<file path="config.mk">
export PLATFORM = sky130hd
export DESIGN_NAME = hbus_ctrl
export DESIGN_NICKNAME = d
export VERILOG_FILES = /design/src/hw/hbus_pkg.sv /design/src/hw/hbus_ctrl.sv /design/src/hw/hbus_read_capture.sv /design/src/hw/hbus_ca_shifter.sv /design/src/hw/hbus_fsm.sv /design/src/hw/hbus_cycle_counter.sv
export SDC_FILE = /design/constraint.sdc
export NUM_CORES = 1
export LEC_CHECK = 0
export BUFFER_PORTS_ARGS = -buffer_cell sky130_fd_sc_hd__buf_4
export CORE_MARGIN = 5
export CORE_UTILIZATION = 45
export CTS_CLUSTER_DIAMETER = 80
export DETAILED_ROUTE_END_ITERATION = 7
export PLACE_DENSITY_LB_ADDON = 0.05
export SLEW_MARGIN = 30
export SYNTH_ARGS = -nofsm -noshare
export SYNTH_HDL_FRONTEND = slang
export SYNTH_SLANG_ARGS = --single-unit
export TNS_END_PERCENT = 20
</file>
<file path="constraint.sdc">
create_clock -name clk -period 6.35 [get_ports clk]
set_clock_uncertainty 0.05 [all_clocks]
set_input_delay 1.27 -clock clk [delete_from_list [all_inputs] [get_ports clk]]
set_output_delay 1.27 -clock clk [all_outputs]
set_load 0.05 [all_outputs]
</file>
<file path="src/hw/hbus_pkg.sv">
// HyperBus controller shared definitions
// Bus widths, command/address word layout and counter interval names

package hbus_pkg;

    // One DDR beat on DQ, two beats per clk cycle
    localparam int HBUS_DQ_W   = 8;
    localparam int HBUS_WORD_W = 2 * HBUS_DQ_W;
    localparam int HBUS_CA_W   = 3 * HBUS_WORD_W;

    // Command/address word, seen either as fields or as the three bus beats
    typedef union packed {
        struct packed {
            logic        rw;
            logic        reg_space;
            logic        linear;
            logic [28:0] addr_hi;
            logic [12:0] reserved;
            logic [2:0]  addr_lo;
        } field;
        // beat[2] goes out first
        logic [2:0][HBUS_WORD_W-1:0] beat;
    } ca_word_u;

    // Interval the cycle counter loads
    typedef enum logic [2:0] {
        CNT_RESET,
        CNT_CMD,
        CNT_LAT1,
        CNT_LAT2,
        CNT_RECOVERY,
        CNT_TIMEOUT
    } cnt_load_e;

endpackage
</file>
<file path="src/hw/hbus_ctrl.sv">
// HyperBus primary controller top level
// Connects FSM, interval counter, CA shifter and read capture

`timescale 1ns/1ps

module hbus_ctrl #(
    parameter int TACC_COUNT     = 6,
    parameter int RESET_COUNT    = 4,
    parameter int ADDR_LENGTH    = 32,
    parameter int STROBE_TIMEOUT = 16
) (
    input  logic                             clk,
    input  logic                             rst,
    // Requester side
    input  logic [ADDR_LENGTH-1:0]           adr_i,
    input  logic [hbus_pkg::HBUS_WORD_W-1:0] dat_i,
    input  logic                             reg_space_i,
    input  logic                             rrq_i,
    input  logic                             wrq_i,
    output logic [hbus_pkg::HBUS_WORD_W-1:0] dat_o,
    output logic                             ready_o,
    output logic                             valid_o,
    output logic                             busy_o,
    output logic                             error_o,
    // Device side, both DDR beats per clk
    output logic                             hbus_csn_o,
    output logic                             hbus_rstn_o,
    output logic                             hbus_ck_en_o,
    output logic [hbus_pkg::HBUS_WORD_W-1:0] hbus_dq_o,
    output logic                             hbus_dq_oe_o,
    output logic [1:0]                       hbus_rwds_o,
    output logic                             hbus_rwds_oe_o,
    input  logic [hbus_pkg::HBUS_WORD_W-1:0] hbus_dq_i,
    input  logic [1:0]                       hbus_rwds_i
);
    import hbus_pkg::*;

    logic      cnt_load;
    cnt_load_e cnt_sel;
    logic      cnt_zero;
    logic      ca_load;
    logic      ca_shift;
    logic      send_data;
    logic      reading;
    logic      strobe_seen;

    // No byte masking, every written byte is kept
    assign hbus_rwds_o = 2'b00;

    hbus_fsm hbus_fsm_inst (
        .clk           (clk),
        .rst           (rst),
        .rrq_i         (rrq_i),
        .wrq_i         (wrq_i),
        .cnt_zero_i    (cnt_zero),
        .rwds_lat_i    (hbus_rwds_i),
        .strobe_seen_i (strobe_seen),
        .cnt_load_o    (cnt_load),
        .cnt_sel_o     (cnt_sel),
        .ca_load_o     (ca_load),
        .ca_shift_o    (ca_shift),
        .send_data_o   (send_data),
        .reading_o     (reading),
        .csn_o         (hbus_csn_o),
        .rstn_o        (hbus_rstn_o),
        .ck_en_o       (hbus_ck_en_o),
        .dq_oe_o       (hbus_dq_oe_o),
        .rwds_oe_o     (hbus_rwds_oe_o),
        .ready_o       (ready_o),
        .busy_o        (busy_o),
        .error_o       (error_o)
    );

    hbus_cycle_counter #(
        .TACC_COUNT     (TACC_COUNT),
        .RESET_COUNT    (RESET_COUNT),
        .STROBE_TIMEOUT (STROBE_TIMEOUT)
    ) hbus_cycle_counter_inst (
        .clk    (clk),
        .rst    (rst),
        .load_i (cnt_load),
        .sel_i  (cnt_sel),
        .zero_o (cnt_zero)
    );

    hbus_ca_shifter #(
        .ADDR_LENGTH (ADDR_LENGTH)
    ) hbus_ca_shifter_inst (
        .clk         (clk),
        .rst         (rst),
        .load_i      (ca_load),
        .shift_i     (ca_shift),
        .send_data_i (send_data),
        .rrq_i       (rrq_i),
        .reg_space_i (reg_space_i),
        .adr_i       (adr_i),
        .dat_i       (dat_i),
        .dq_o        (hbus_dq_o)
    );

    hbus_read_capture hbus_read_capture_inst (
        .clk           (clk),
        .rst           (rst),
        .reading_i     (reading),
        .dq_i          (hbus_dq_i),
        .rwds_i        (hbus_rwds_i),
        .dat_o         (dat_o),
        .valid_o       (valid_o),
        .strobe_seen_o (strobe_seen)
    );

endmodule

</file>
<file path="src/hw/hbus_read_capture.sv">
// HyperBus read capture
// Registers DQ on each RWDS strobe pair and pulses valid

`timescale 1ns/1ps

module hbus_read_capture (
    input  logic                             clk,
    input  logic                             rst,
    input  logic                             reading_i,
    input  logic [hbus_pkg::HBUS_WORD_W-1:0] dq_i,
    input  logic [1:0]                       rwds_i,
    output logic [hbus_pkg::HBUS_WORD_W-1:0] dat_o,
    output logic                             valid_o,
    output logic                             strobe_seen_o
);
    logic strobe;

    // Rising then falling RWDS within one clk marks a full word
    assign strobe        = reading_i && (rwds_i == 2'b10);
    assign strobe_seen_o = strobe;

    always_ff @(posedge clk or posedge rst) begin
        if (rst) begin
            valid_o <= 1'b0;
        end else begin
            valid_o <= strobe;
        end
    end

    always_ff @(posedge clk) begin
        if (strobe) begin
            dat_o <= dq_i;
        end
    end

    // A 01 pair means the device strobe is half a clk out of phase
    a_rwds_aligned: assert property (@(posedge clk) disable iff (rst)
        reading_i |-> (rwds_i != 2'b01));

endmodule

</file>
<file path="src/hw/hbus_ca_shifter.sv">
// HyperBus command/address shifter
// Builds the CA word and drives its beats, or write data, onto DQ

`timescale 1ns/1ps

module hbus_ca_shifter #(
    parameter int ADDR_LENGTH = 32
) (
    input  logic                             clk,
    input  logic                             rst,
    input  logic                             load_i,
    input  logic                             shift_i,
    input  logic                             send_data_i,
    input  logic                             rrq_i,
    input  logic                             reg_space_i,
    input  logic [ADDR_LENGTH-1:0]           adr_i,
    input  logic [hbus_pkg::HBUS_WORD_W-1:0] dat_i,
    output logic [hbus_pkg::HBUS_WORD_W-1:0] dq_o
);
    import hbus_pkg::*;

    ca_word_u ca_q;
    ca_word_u ca_d;

    always_comb begin
        ca_d                 = '0;
        ca_d.field.rw        = rrq_i;
        ca_d.field.reg_space = reg_space_i;
        // Only linear bursts are issued
        ca_d.field.linear    = 1'b1;
        ca_d.field.addr_hi   = 29'(adr_i >> 3);
        ca_d.field.addr_lo   = adr_i[2:0];
    end

    always_ff @(posedge clk or posedge rst) begin
        if (rst) begin
            ca_q <= '0;
        end else if (load_i) begin
            ca_q <= ca_d;
        end else if (shift_i) begin
            ca_q.beat <= {ca_q.beat[1:0], {HBUS_WORD_W{1'b0}}};
        end
    end

    // Top beat is the one on the bus this cycle
    assign dq_o = send_data_i ? dat_i : ca_q.beat[2];

endmodule

</file>
<file path="src/hw/hbus_fsm.sv">
// HyperBus transaction FSM
// Sequences reset, command, latency and data phases and drives the bus controls

`timescale 1ns/1ps

module hbus_fsm (
    input  logic                clk,
    input  logic                rst,
    input  logic                rrq_i,
    input  logic                wrq_i,
    input  logic                cnt_zero_i,
    input  logic [1:0]          rwds_lat_i,
    input  logic                strobe_seen_i,
    output logic                cnt_load_o,
    output hbus_pkg::cnt_load_e cnt_sel_o,
    output logic                ca_load_o,
    output logic                ca_shift_o,
    output logic                send_data_o,
    output logic                reading_o,
    output logic                csn_o,
    output logic                rstn_o,
    output logic                ck_en_o,
    output logic                dq_oe_o,
    output logic                rwds_oe_o,
    output logic                ready_o,
    output logic                busy_o,
    output logic                error_o
);
    import hbus_pkg::*;

    // One-hot state bit positions
    localparam int NUM_ST   = 7;
    localparam int ST_RESET = 0;
    localparam int ST_IDLE  = 1;
    localparam int ST_CMD   = 2;
    localparam int ST_LAT   = 3;
    localparam int ST_READ  = 4;
    localparam int ST_WRITE = 5;
    localparam int ST_ERROR = 6;

    logic [NUM_ST-1:0] state_q;
    logic [NUM_ST-1:0] state_d;
    logic              on_bus_d;

    function automatic logic [NUM_ST-1:0] st(input int idx);
        st = '0;
        st[idx] = 1'b1;
    endfunction

    always_comb begin
        state_d    = state_q;
        cnt_load_o = 1'b0;
        cnt_sel_o  = CNT_RESET;
        ca_load_o  = 1'b0;
        case (1'b1)
            state_q[ST_RESET]: begin
                if (cnt_zero_i) begin
                    state_d = st(ST_IDLE);
                end
            end
            state_q[ST_IDLE]: begin
                // Zero count here also means the recovery cycle has passed
                if (cnt_zero_i && (rrq_i || wrq_i)) begin
                    ca_load_o  = 1'b1;
                    cnt_load_o = 1'b1;
                    cnt_sel_o  = CNT_CMD;
                    state_d    = st(ST_CMD);
                end
            end
            state_q[ST_CMD]: begin
                if (cnt_zero_i) begin
                    // Device asks for double latency with RWDS high during CA
                    cnt_load_o = 1'b1;
                    cnt_sel_o  = (rwds_lat_i == 2'b11) ? CNT_LAT2 : CNT_LAT1;
                    state_d    = st(ST_LAT);
                end
            end
            state_q[ST_LAT]: begin
                if (cnt_zero_i) begin
                    cnt_load_o = 1'b1;
                    cnt_sel_o  = CNT_TIMEOUT;
                    state_d    = rrq_i ? st(ST_READ) : st(ST_WRITE);
                end
            end
            state_q[ST_READ]: begin
                if (!rrq_i) begin
                    cnt_load_o = 1'b1;
                    cnt_sel_o  = CNT_RECOVERY;
                    state_d    = st(ST_IDLE);
                end else if (strobe_seen_i) begin
                    cnt_load_o = 1'b1;
                    cnt_sel_o  = CNT_TIMEOUT;
                end else if (cnt_zero_i) begin
                    state_d = st(ST_ERROR);
                end
            end
            state_q[ST_WRITE]: begin
                // dat_i is taken on every ready cycle, the one where wrq_i drops too
                if (!wrq_i) begin
                    cnt_load_o = 1'b1;
                    cnt_sel_o  = CNT_RECOVERY;
                    state_d    = st(ST_IDLE);
                end
            end
            state_q[ST_ERROR]: begin
                state_d = state_q;
            end
            default: begin
                state_d = st(ST_RESET);
            end
        endcase
    end

    assign on_bus_d = state_d[ST_CMD] | state_d[ST_LAT] | state_d[ST_READ] | state_d[ST_WRITE];

    // Bus controls follow the next state so they change with the state register
    always_ff @(posedge clk or posedge rst) begin
        if (rst) begin
            state_q   <= st(ST_RESET);
            csn_o     <= 1'b1;
            rstn_o    <= 1'b0;
            ck_en_o   <= 1'b0;
            dq_oe_o   <= 1'b0;
            rwds_oe_o <= 1'b0;
            ready_o   <= 1'b0;
            busy_o    <= 1'b1;
            error_o   <= 1'b0;
        end else begin
            state_q   <= state_d;
            csn_o     <= ~on_bus_d;
            rstn_o    <= ~state_d[ST_RESET];
            ck_en_o   <= on_bus_d;
            dq_oe_o   <= state_d[ST_CMD] | state_d[ST_WRITE];
            rwds_oe_o <= state_d[ST_WRITE];
            ready_o   <= state_d[ST_WRITE];
            busy_o    <= ~state_d[ST_IDLE];
            error_o   <= state_d[ST_ERROR];
        end
    end

    assign ca_shift_o  = state_q[ST_CMD];
    assign send_data_o = state_q[ST_WRITE];
    assign reading_o   = state_q[ST_READ] & rrq_i;

    // Device is never selected while held in reset
    a_csn_rstn: assert property (@(posedge clk) disable iff (rst) !csn_o |-> rstn_o);

endmodule

</file>
<file path="src/hw/hbus_cycle_counter.sv">
// HyperBus interval counter
// Loads a named interval and counts down to zero, then holds

`timescale 1ns/1ps

module hbus_cycle_counter #(
    parameter int TACC_COUNT     = 6,
    parameter int RESET_COUNT    = 4,
    parameter int STROBE_TIMEOUT = 16
) (
    input  logic                clk,
    input  logic                rst,
    input  logic                load_i,
    input  hbus_pkg::cnt_load_e sel_i,
    output logic                zero_o
);
    import hbus_pkg::*;

    // Loaded values are one less than the interval, zero marks its last cycle
    localparam int CMD_VAL  = 2;
    localparam int LAT1_VAL = TACC_COUNT - 1;
    localparam int LAT2_VAL = 2 * TACC_COUNT - 1;
    localparam int REC_VAL  = 1;
    localparam int TMO_VAL  = STROBE_TIMEOUT - 1;

    localparam int MAX_A   = (RESET_COUNT > LAT2_VAL) ? RESET_COUNT : LAT2_VAL;
    localparam int MAX_B   = (MAX_A > TMO_VAL) ? MAX_A : TMO_VAL;
    localparam int MAX_VAL = (MAX_B > CMD_VAL) ? MAX_B : CMD_VAL;
    localparam int CNT_W   = $clog2(MAX_VAL + 1);

    logic [CNT_W-1:0] count_q;

    function automatic logic [CNT_W-1:0] interval(input cnt_load_e sel);
        case (sel)
            CNT_RESET:    interval = CNT_W'(RESET_COUNT);
            CNT_CMD:      interval = CNT_W'(CMD_VAL);
            CNT_LAT1:     interval = CNT_W'(LAT1_VAL);
            CNT_LAT2:     interval = CNT_W'(LAT2_VAL);
            CNT_RECOVERY: interval = CNT_W'(REC_VAL);
            default:      interval = CNT_W'(TMO_VAL);
        endcase
    endfunction

    always_ff @(posedge clk or posedge rst) begin
        if (rst) begin
            // Device reset interval starts as soon as rst is released
            count_q <= interval(CNT_RESET);
        end else if (load_i) begin
            count_q <= interval(sel_i);
        end else if (count_q != '0) begin
            count_q <= count_q - 1'b1;
        end
    end

    assign zero_o = (count_q == '0);

    // Latency must start from the last command cycle, never mid-interval
    a_lat_load_idle: assert property (@(posedge clk) disable iff (rst)
        (load_i && (sel_i inside {CNT_LAT1, CNT_LAT2})) |-> zero_o);

endmodule

</file>
# Word level (Yosys, flattened, before mapping)
# Cells that the tools add are included.
# word_totals
reg_bits	83
in_bits	71
out_inout_bits	43
wordCells	83
# classes
addsub	1
eq_ne	6
mux	48
bitwise	8
reduce_logical	8
# ops
operator	n
7-bit 2-to-1 mux	15
48-bit 2-to-1 mux	2
3-bit 2-to-1 mux	11
4-bit one-hot mux with 5 select lines	1
16-bit 2-to-1 mux	1
1-bit 2-to-1 mux	15
4-bit 2-to-1 mux	2
3-bit by 2-bit == test with 1-bit output (second input constant)	2
6-bit 2-to-1 mux	1
2-bit == test (second input constant)	2
4-bit logical NOT	1
1-bit bitwise OR	4
2-bit nonzero test	2
4-bit nonzero test	1
4-bit by 1-bit subtractor with 4-bit output (second input constant)	1
3-bit by 1-bit == test with 1-bit output (second input constant)	1
3-bit == test (second input constant)	1
3-bit logical NOT	1
1-bit NOT	3
1-bit logical AND	2
1-bit AND	1
1-bit logical OR	1

# Longest topological paths before layout
# depth
ltp_word	13
mapped_depth	9
depth_no_buf	7

# By module
# A second synthesis with hierarchy kept.
# unflattened
cells_unflattened	310
area_unflattened_um2	3418.3
# modules_own_cells
module	instances	cells_per_inst	area_per_inst_um2	seq_area_each_um2
hbus_ca_shifter	1	169	1805.5	875.8
hbus_fsm	1	90	804.5	304.0
hbus_read_capture	1	19	518.0	505.5
hbus_cycle_counter	1	29	271.5	101.3
hbus_ctrl	1	3	18.8	0.0

# Least setup slack after synthesis
# No wires, ideal clock.
# synth_timing
path_kind	register to output
from	register hbus_fsm_inst.state_q[5]
to	output port hbus_dq_o[10] (netlist bit)
t_arrival_ps	1893
t_required_ps	5030
setup_slack_ps	3137
stages_incl_launch_ff	4
n_path_buf	2
path_cell_list	dfrtp_1 -> clkbuf_1 -> buf_1 -> mux2_2
# synth_between
elab_chain_len	1
# synth_lines
element	line	source
from (decl)	hbus_fsm.sv:41	logic [NUM_ST-1:0] state_q;
from (signal assigned)	hbus_fsm.sv:119	state_q <= st(ST_RESET);
from (signal assigned)	hbus_fsm.sv:129	state_q <= state_d;
16-bit 2-to-1 mux	hbus_ca_shifter.sv:46	assign dq_o = send_data_i ? dat_i : ca_q.beat[2];
to (decl)	hbus_ctrl.sv:29	output logic [hbus_pkg::HBUS_WORD_W-1:0] hbus_dq_o,
# Every way passes these cells.

# Worst setup path in the final report
# layout_timing
from	input port dat_i[15] (netlist bit)
to	output port hbus_dq_o[15] (netlist bit)
# layout_between
elab_chain_len	1
# layout_lines
element	line	source
from (decl)	hbus_ctrl.sv:16	input logic [hbus_pkg::HBUS_WORD_W-1:0] dat_i,
16-bit 2-to-1 mux	hbus_ca_shifter.sv:46	
# Every way passes these cells.

==> impl_results.md <==
- Clk root buf: clkbuf_8
- Antenna violations before repair: 0
- Vias: 2528
- Final wirelength: between 7000 and 8000 µm
- Starting density of the core: 0.455
- WHS Endpoint: hbus_ca_shifter_inst.ca_q[45]
- Area grow syn2layout: 32.2%
- GP Congestion: 0.794
- Leakage dissipation: a little under 2 nW
- FILL cells: between 600 and 700
- Top cell family by delay on the critical path: buffers and inverters
- Sequential share of the synthesized area: 0.551
- Final period utilization: 0.499
- Final Max Tran Viols: 0
- Post-synth ARST share: 0.765
- Worst Path Buf+Inv: 2
- Crit-path max cell delay: around 0.27 ns
- Most common cell after layout, fill and taps aside: buf_4
- End of the worst register-to-register path: hbus_fsm_inst.ck_en_o
- Slack of the worst reg-to-reg path: 3.58 ns
- CTS Sinks: 68
- Slowest cell on the critical path: mux2_2
- H-tree depth: 3
- Final hold vios: 0
- Diode count: 0
- Worst vdd ir: about 0.00017 V
- # rows: 31
- WHS: ~0.46 ns
- Iteration-0 DRC Markers: 80
- # hold bufs at CTS: 0
- Fmax achieved: approximately 0.32 GHz
- First-pass GRT wire length: between 10000 and 15000 µm
- Via density: a little over 5
- Yosys warnings: 0
- HP Start: hbus_ca_shifter_inst.ca_q[29]
- Synth Instances: 300
- Final Critical Period: around 3.2 ns
- Area of the multi-input gates: about 0.0013 mm²
- Prevailing post-synth register cell: dfrtp_1
- Grt total ovfl: 0
- Crit path capture type: primary output
- Hpwl dp: 4880 µm
- WHS Path Cells: 2
- WL per Instance: between 10 and 15 µm
- Mapped Area: ~0.0032 mm²
- Clock buffer depth: 2
- Die ar.: roughly 0.009 mm²
- FF-to-FF Start: hbus_cycle_counter_inst.count_q[0]
- Register area: between 0.0015 and 0.002 mm²
- Post_cts resized: 0
- Crit-path cells: buf_4 > mux2_2 > buf_4
- Die Ht: 94.9 µm
- Overall global routing resource usage: 0.159
- CTS buffer count: 9
- Yosys reg bits: 68
- Setup Fix Bufs, Post-CTS: 0
- Total core area: ~0.0071 mm²
- MaxCap Viol Count: 0
- Layout cell share with drive strength beyond 1: 0.384
- Setup Viol. Count Final: 0
- Status: completed
- # port buffers: approximately 110
- RSZ-0062 raised after global routing: no
- Number of synthesized flops with an enable pin: 16
- Power density over the cells: 397 mW/mm²
- Detailed Routing Iterations Pass 1: 4
- Syn avg cell area: roughly 11 µm²
- WP data required: around 5.0 ns
- Fin Setup TNS: 0 ns
- Critical path fanouts, max: 1
- TritonCTS clock tree: yes
- Synth unique cells: just over 50
- Crit Path Class: in2out
- Die W: 94.9 µm
- R2R depth: 7
- Crit-path most repeated cell: buf_4
- Worst slew pin tran: around 0.70 ns
- Post-route DRC violation count: 0
- Pin count of the biggest net entering global routing: 71
- Clock-pin slew on the worst setup and hold paths: roughly 0.07 ns
- Worst-Skew Late Latency: 0.34 ns
- Layout Nets: around 470
- IO Pins: around 110
- Hold crit path type: reg2reg
- Vias in the first global route: 2442
- Critical Path Source Type: input pin
- CP arrival: between 1.5 and 2 ns
- Slew headroom: 0.532
- Most frequent cells in the layout: buf_4 (112), dfrtp_1 (47), nand2_1 (42), o21ai_0 (40)
- Antenna viol nets, final: 0
-- power by group --
part	internal [mW]	total [mW]	leakage, nW	switching [mW]
Clock	0.182	0.350	0.0918	0.168
Sequential	0.568	0.659	0.813	0.0917
Combinational	0.279	0.695	1.06	0.416
-- how the worst max path moves through the flow --
| stage | startpoint | to | slack (ns) | depth (start not counted) |
|---|---|---|---|---|
| 2_1_floorplan | hbus_fsm_inst.state_q[5] | hbus_dq_o[10] | 3.14 | 3 |
| 6_report | dat_i[15] | hbus_dq_o[15] | 3.18 | 3 |
| 3_3_place_gp | dat_i[15] | hbus_dq_o[15] | 3.17 | 3 |
| 5_1_grt | dat_i[15] | hbus_dq_o[15] | 3.17 | 3 |
| 4_1_cts | hbus_fsm_inst.state_q[5] | hbus_dq_o[15] | 2.99 | 2 |
| 3_5_place_dp | dat_i[15] | hbus_dq_o[15] | 3.17 | 3 |
-- stage by stage --
stage	instance area, µm²	util	worst slack, ns	instances	power (mW)
finish	4290	0.601	3.18	503	1.70
global route	4290	0.601	3.17	503	1.82
CTS	4290	0.601	2.99	503	1.72
detailed placement	4090	0.573	3.17	487	1.37
global placement	4080	0.572	3.17	487	1.35
floorplan	3250	-	3.14	301	1.20
-- cells by family (layout without fill, tap and decap cells) --
group / count (synthesis) / count (layout) / share of synthesized area
and+or+nand+nor: 88 / 88 / 0.138
buffers and inverters: 36 / 139 / 0.0536
muxes: 34 / 34 / 0.111
xor gates and xnor gates: 1 / 1 / 0.00270
AOI/OAI and AO/OA: 71 / 71 / 0.139
DFF: 68 / 68 / 0.551
other: 1 / 2 / 0.00116
adders and majority gates: 1 / 1 / 0.00386
-- worst min-delay path, stage by stage (launching register included) --
cell	delay, ns
dfrtp_1	0.35
mux2i_1	0.07
nand2_1	0.06
-- state kept, by name (all words and copies together) (netlist names), 4 cells and up --
name,count
hbus_ca_shifter_inst.ca_q,35
hbus_cycle_counter_inst.count_q,4
hbus_fsm_inst.state_q,6
hbus_read_capture_inst.dat_o,16
-- synth_stat cells, types with 3 or more instances --
master / n / area, µm²
a21oi_1: 7 / 35.0
buf_2: 4 / 20.0
buf_4: 3 / 22.5
buf_6: 3 / 33.8
clkbuf_1: 13 / 48.8
dfrtp_1: 48 / 1200
dfstp_2: 4 / 105
edfxtp_1: 16 / 480
inv_1: 11 / 41.3
mux2_2: 16 / 180
mux2i_1: 18 / 180
nand2_1: 42 / 158
nand2b_1: 18 / 113
nand3_1: 4 / 20.0
nor2_1: 3 / 11.3
nor3_1: 3 / 15.0
o211ai_1: 3 / 22.5
o21ai_0: 40 / 200
or2_1: 3 / 18.8
-- layout make-up --
type | instances | share of cell area
Clock buffer | 9 | 0.0289
Inverter | 11 | 0.0102
Timing Repair Buffer | 112 | 0.196
Multi-Input combinational cell | 197 | 0.301
Tap cell | 99 | 0.0289
Sequential cell | 68 | 0.417
Clock inverter | 7 | 0.0175
-- metal layers --
metal,share of wire,track usage
met4,0.0093,0.0577
met5,0,0
met3,0.077,0.0645
met1,0.42,0.193
met2,0.49,0.256
No activity file was read; power rests on OpenSTA's default activity.
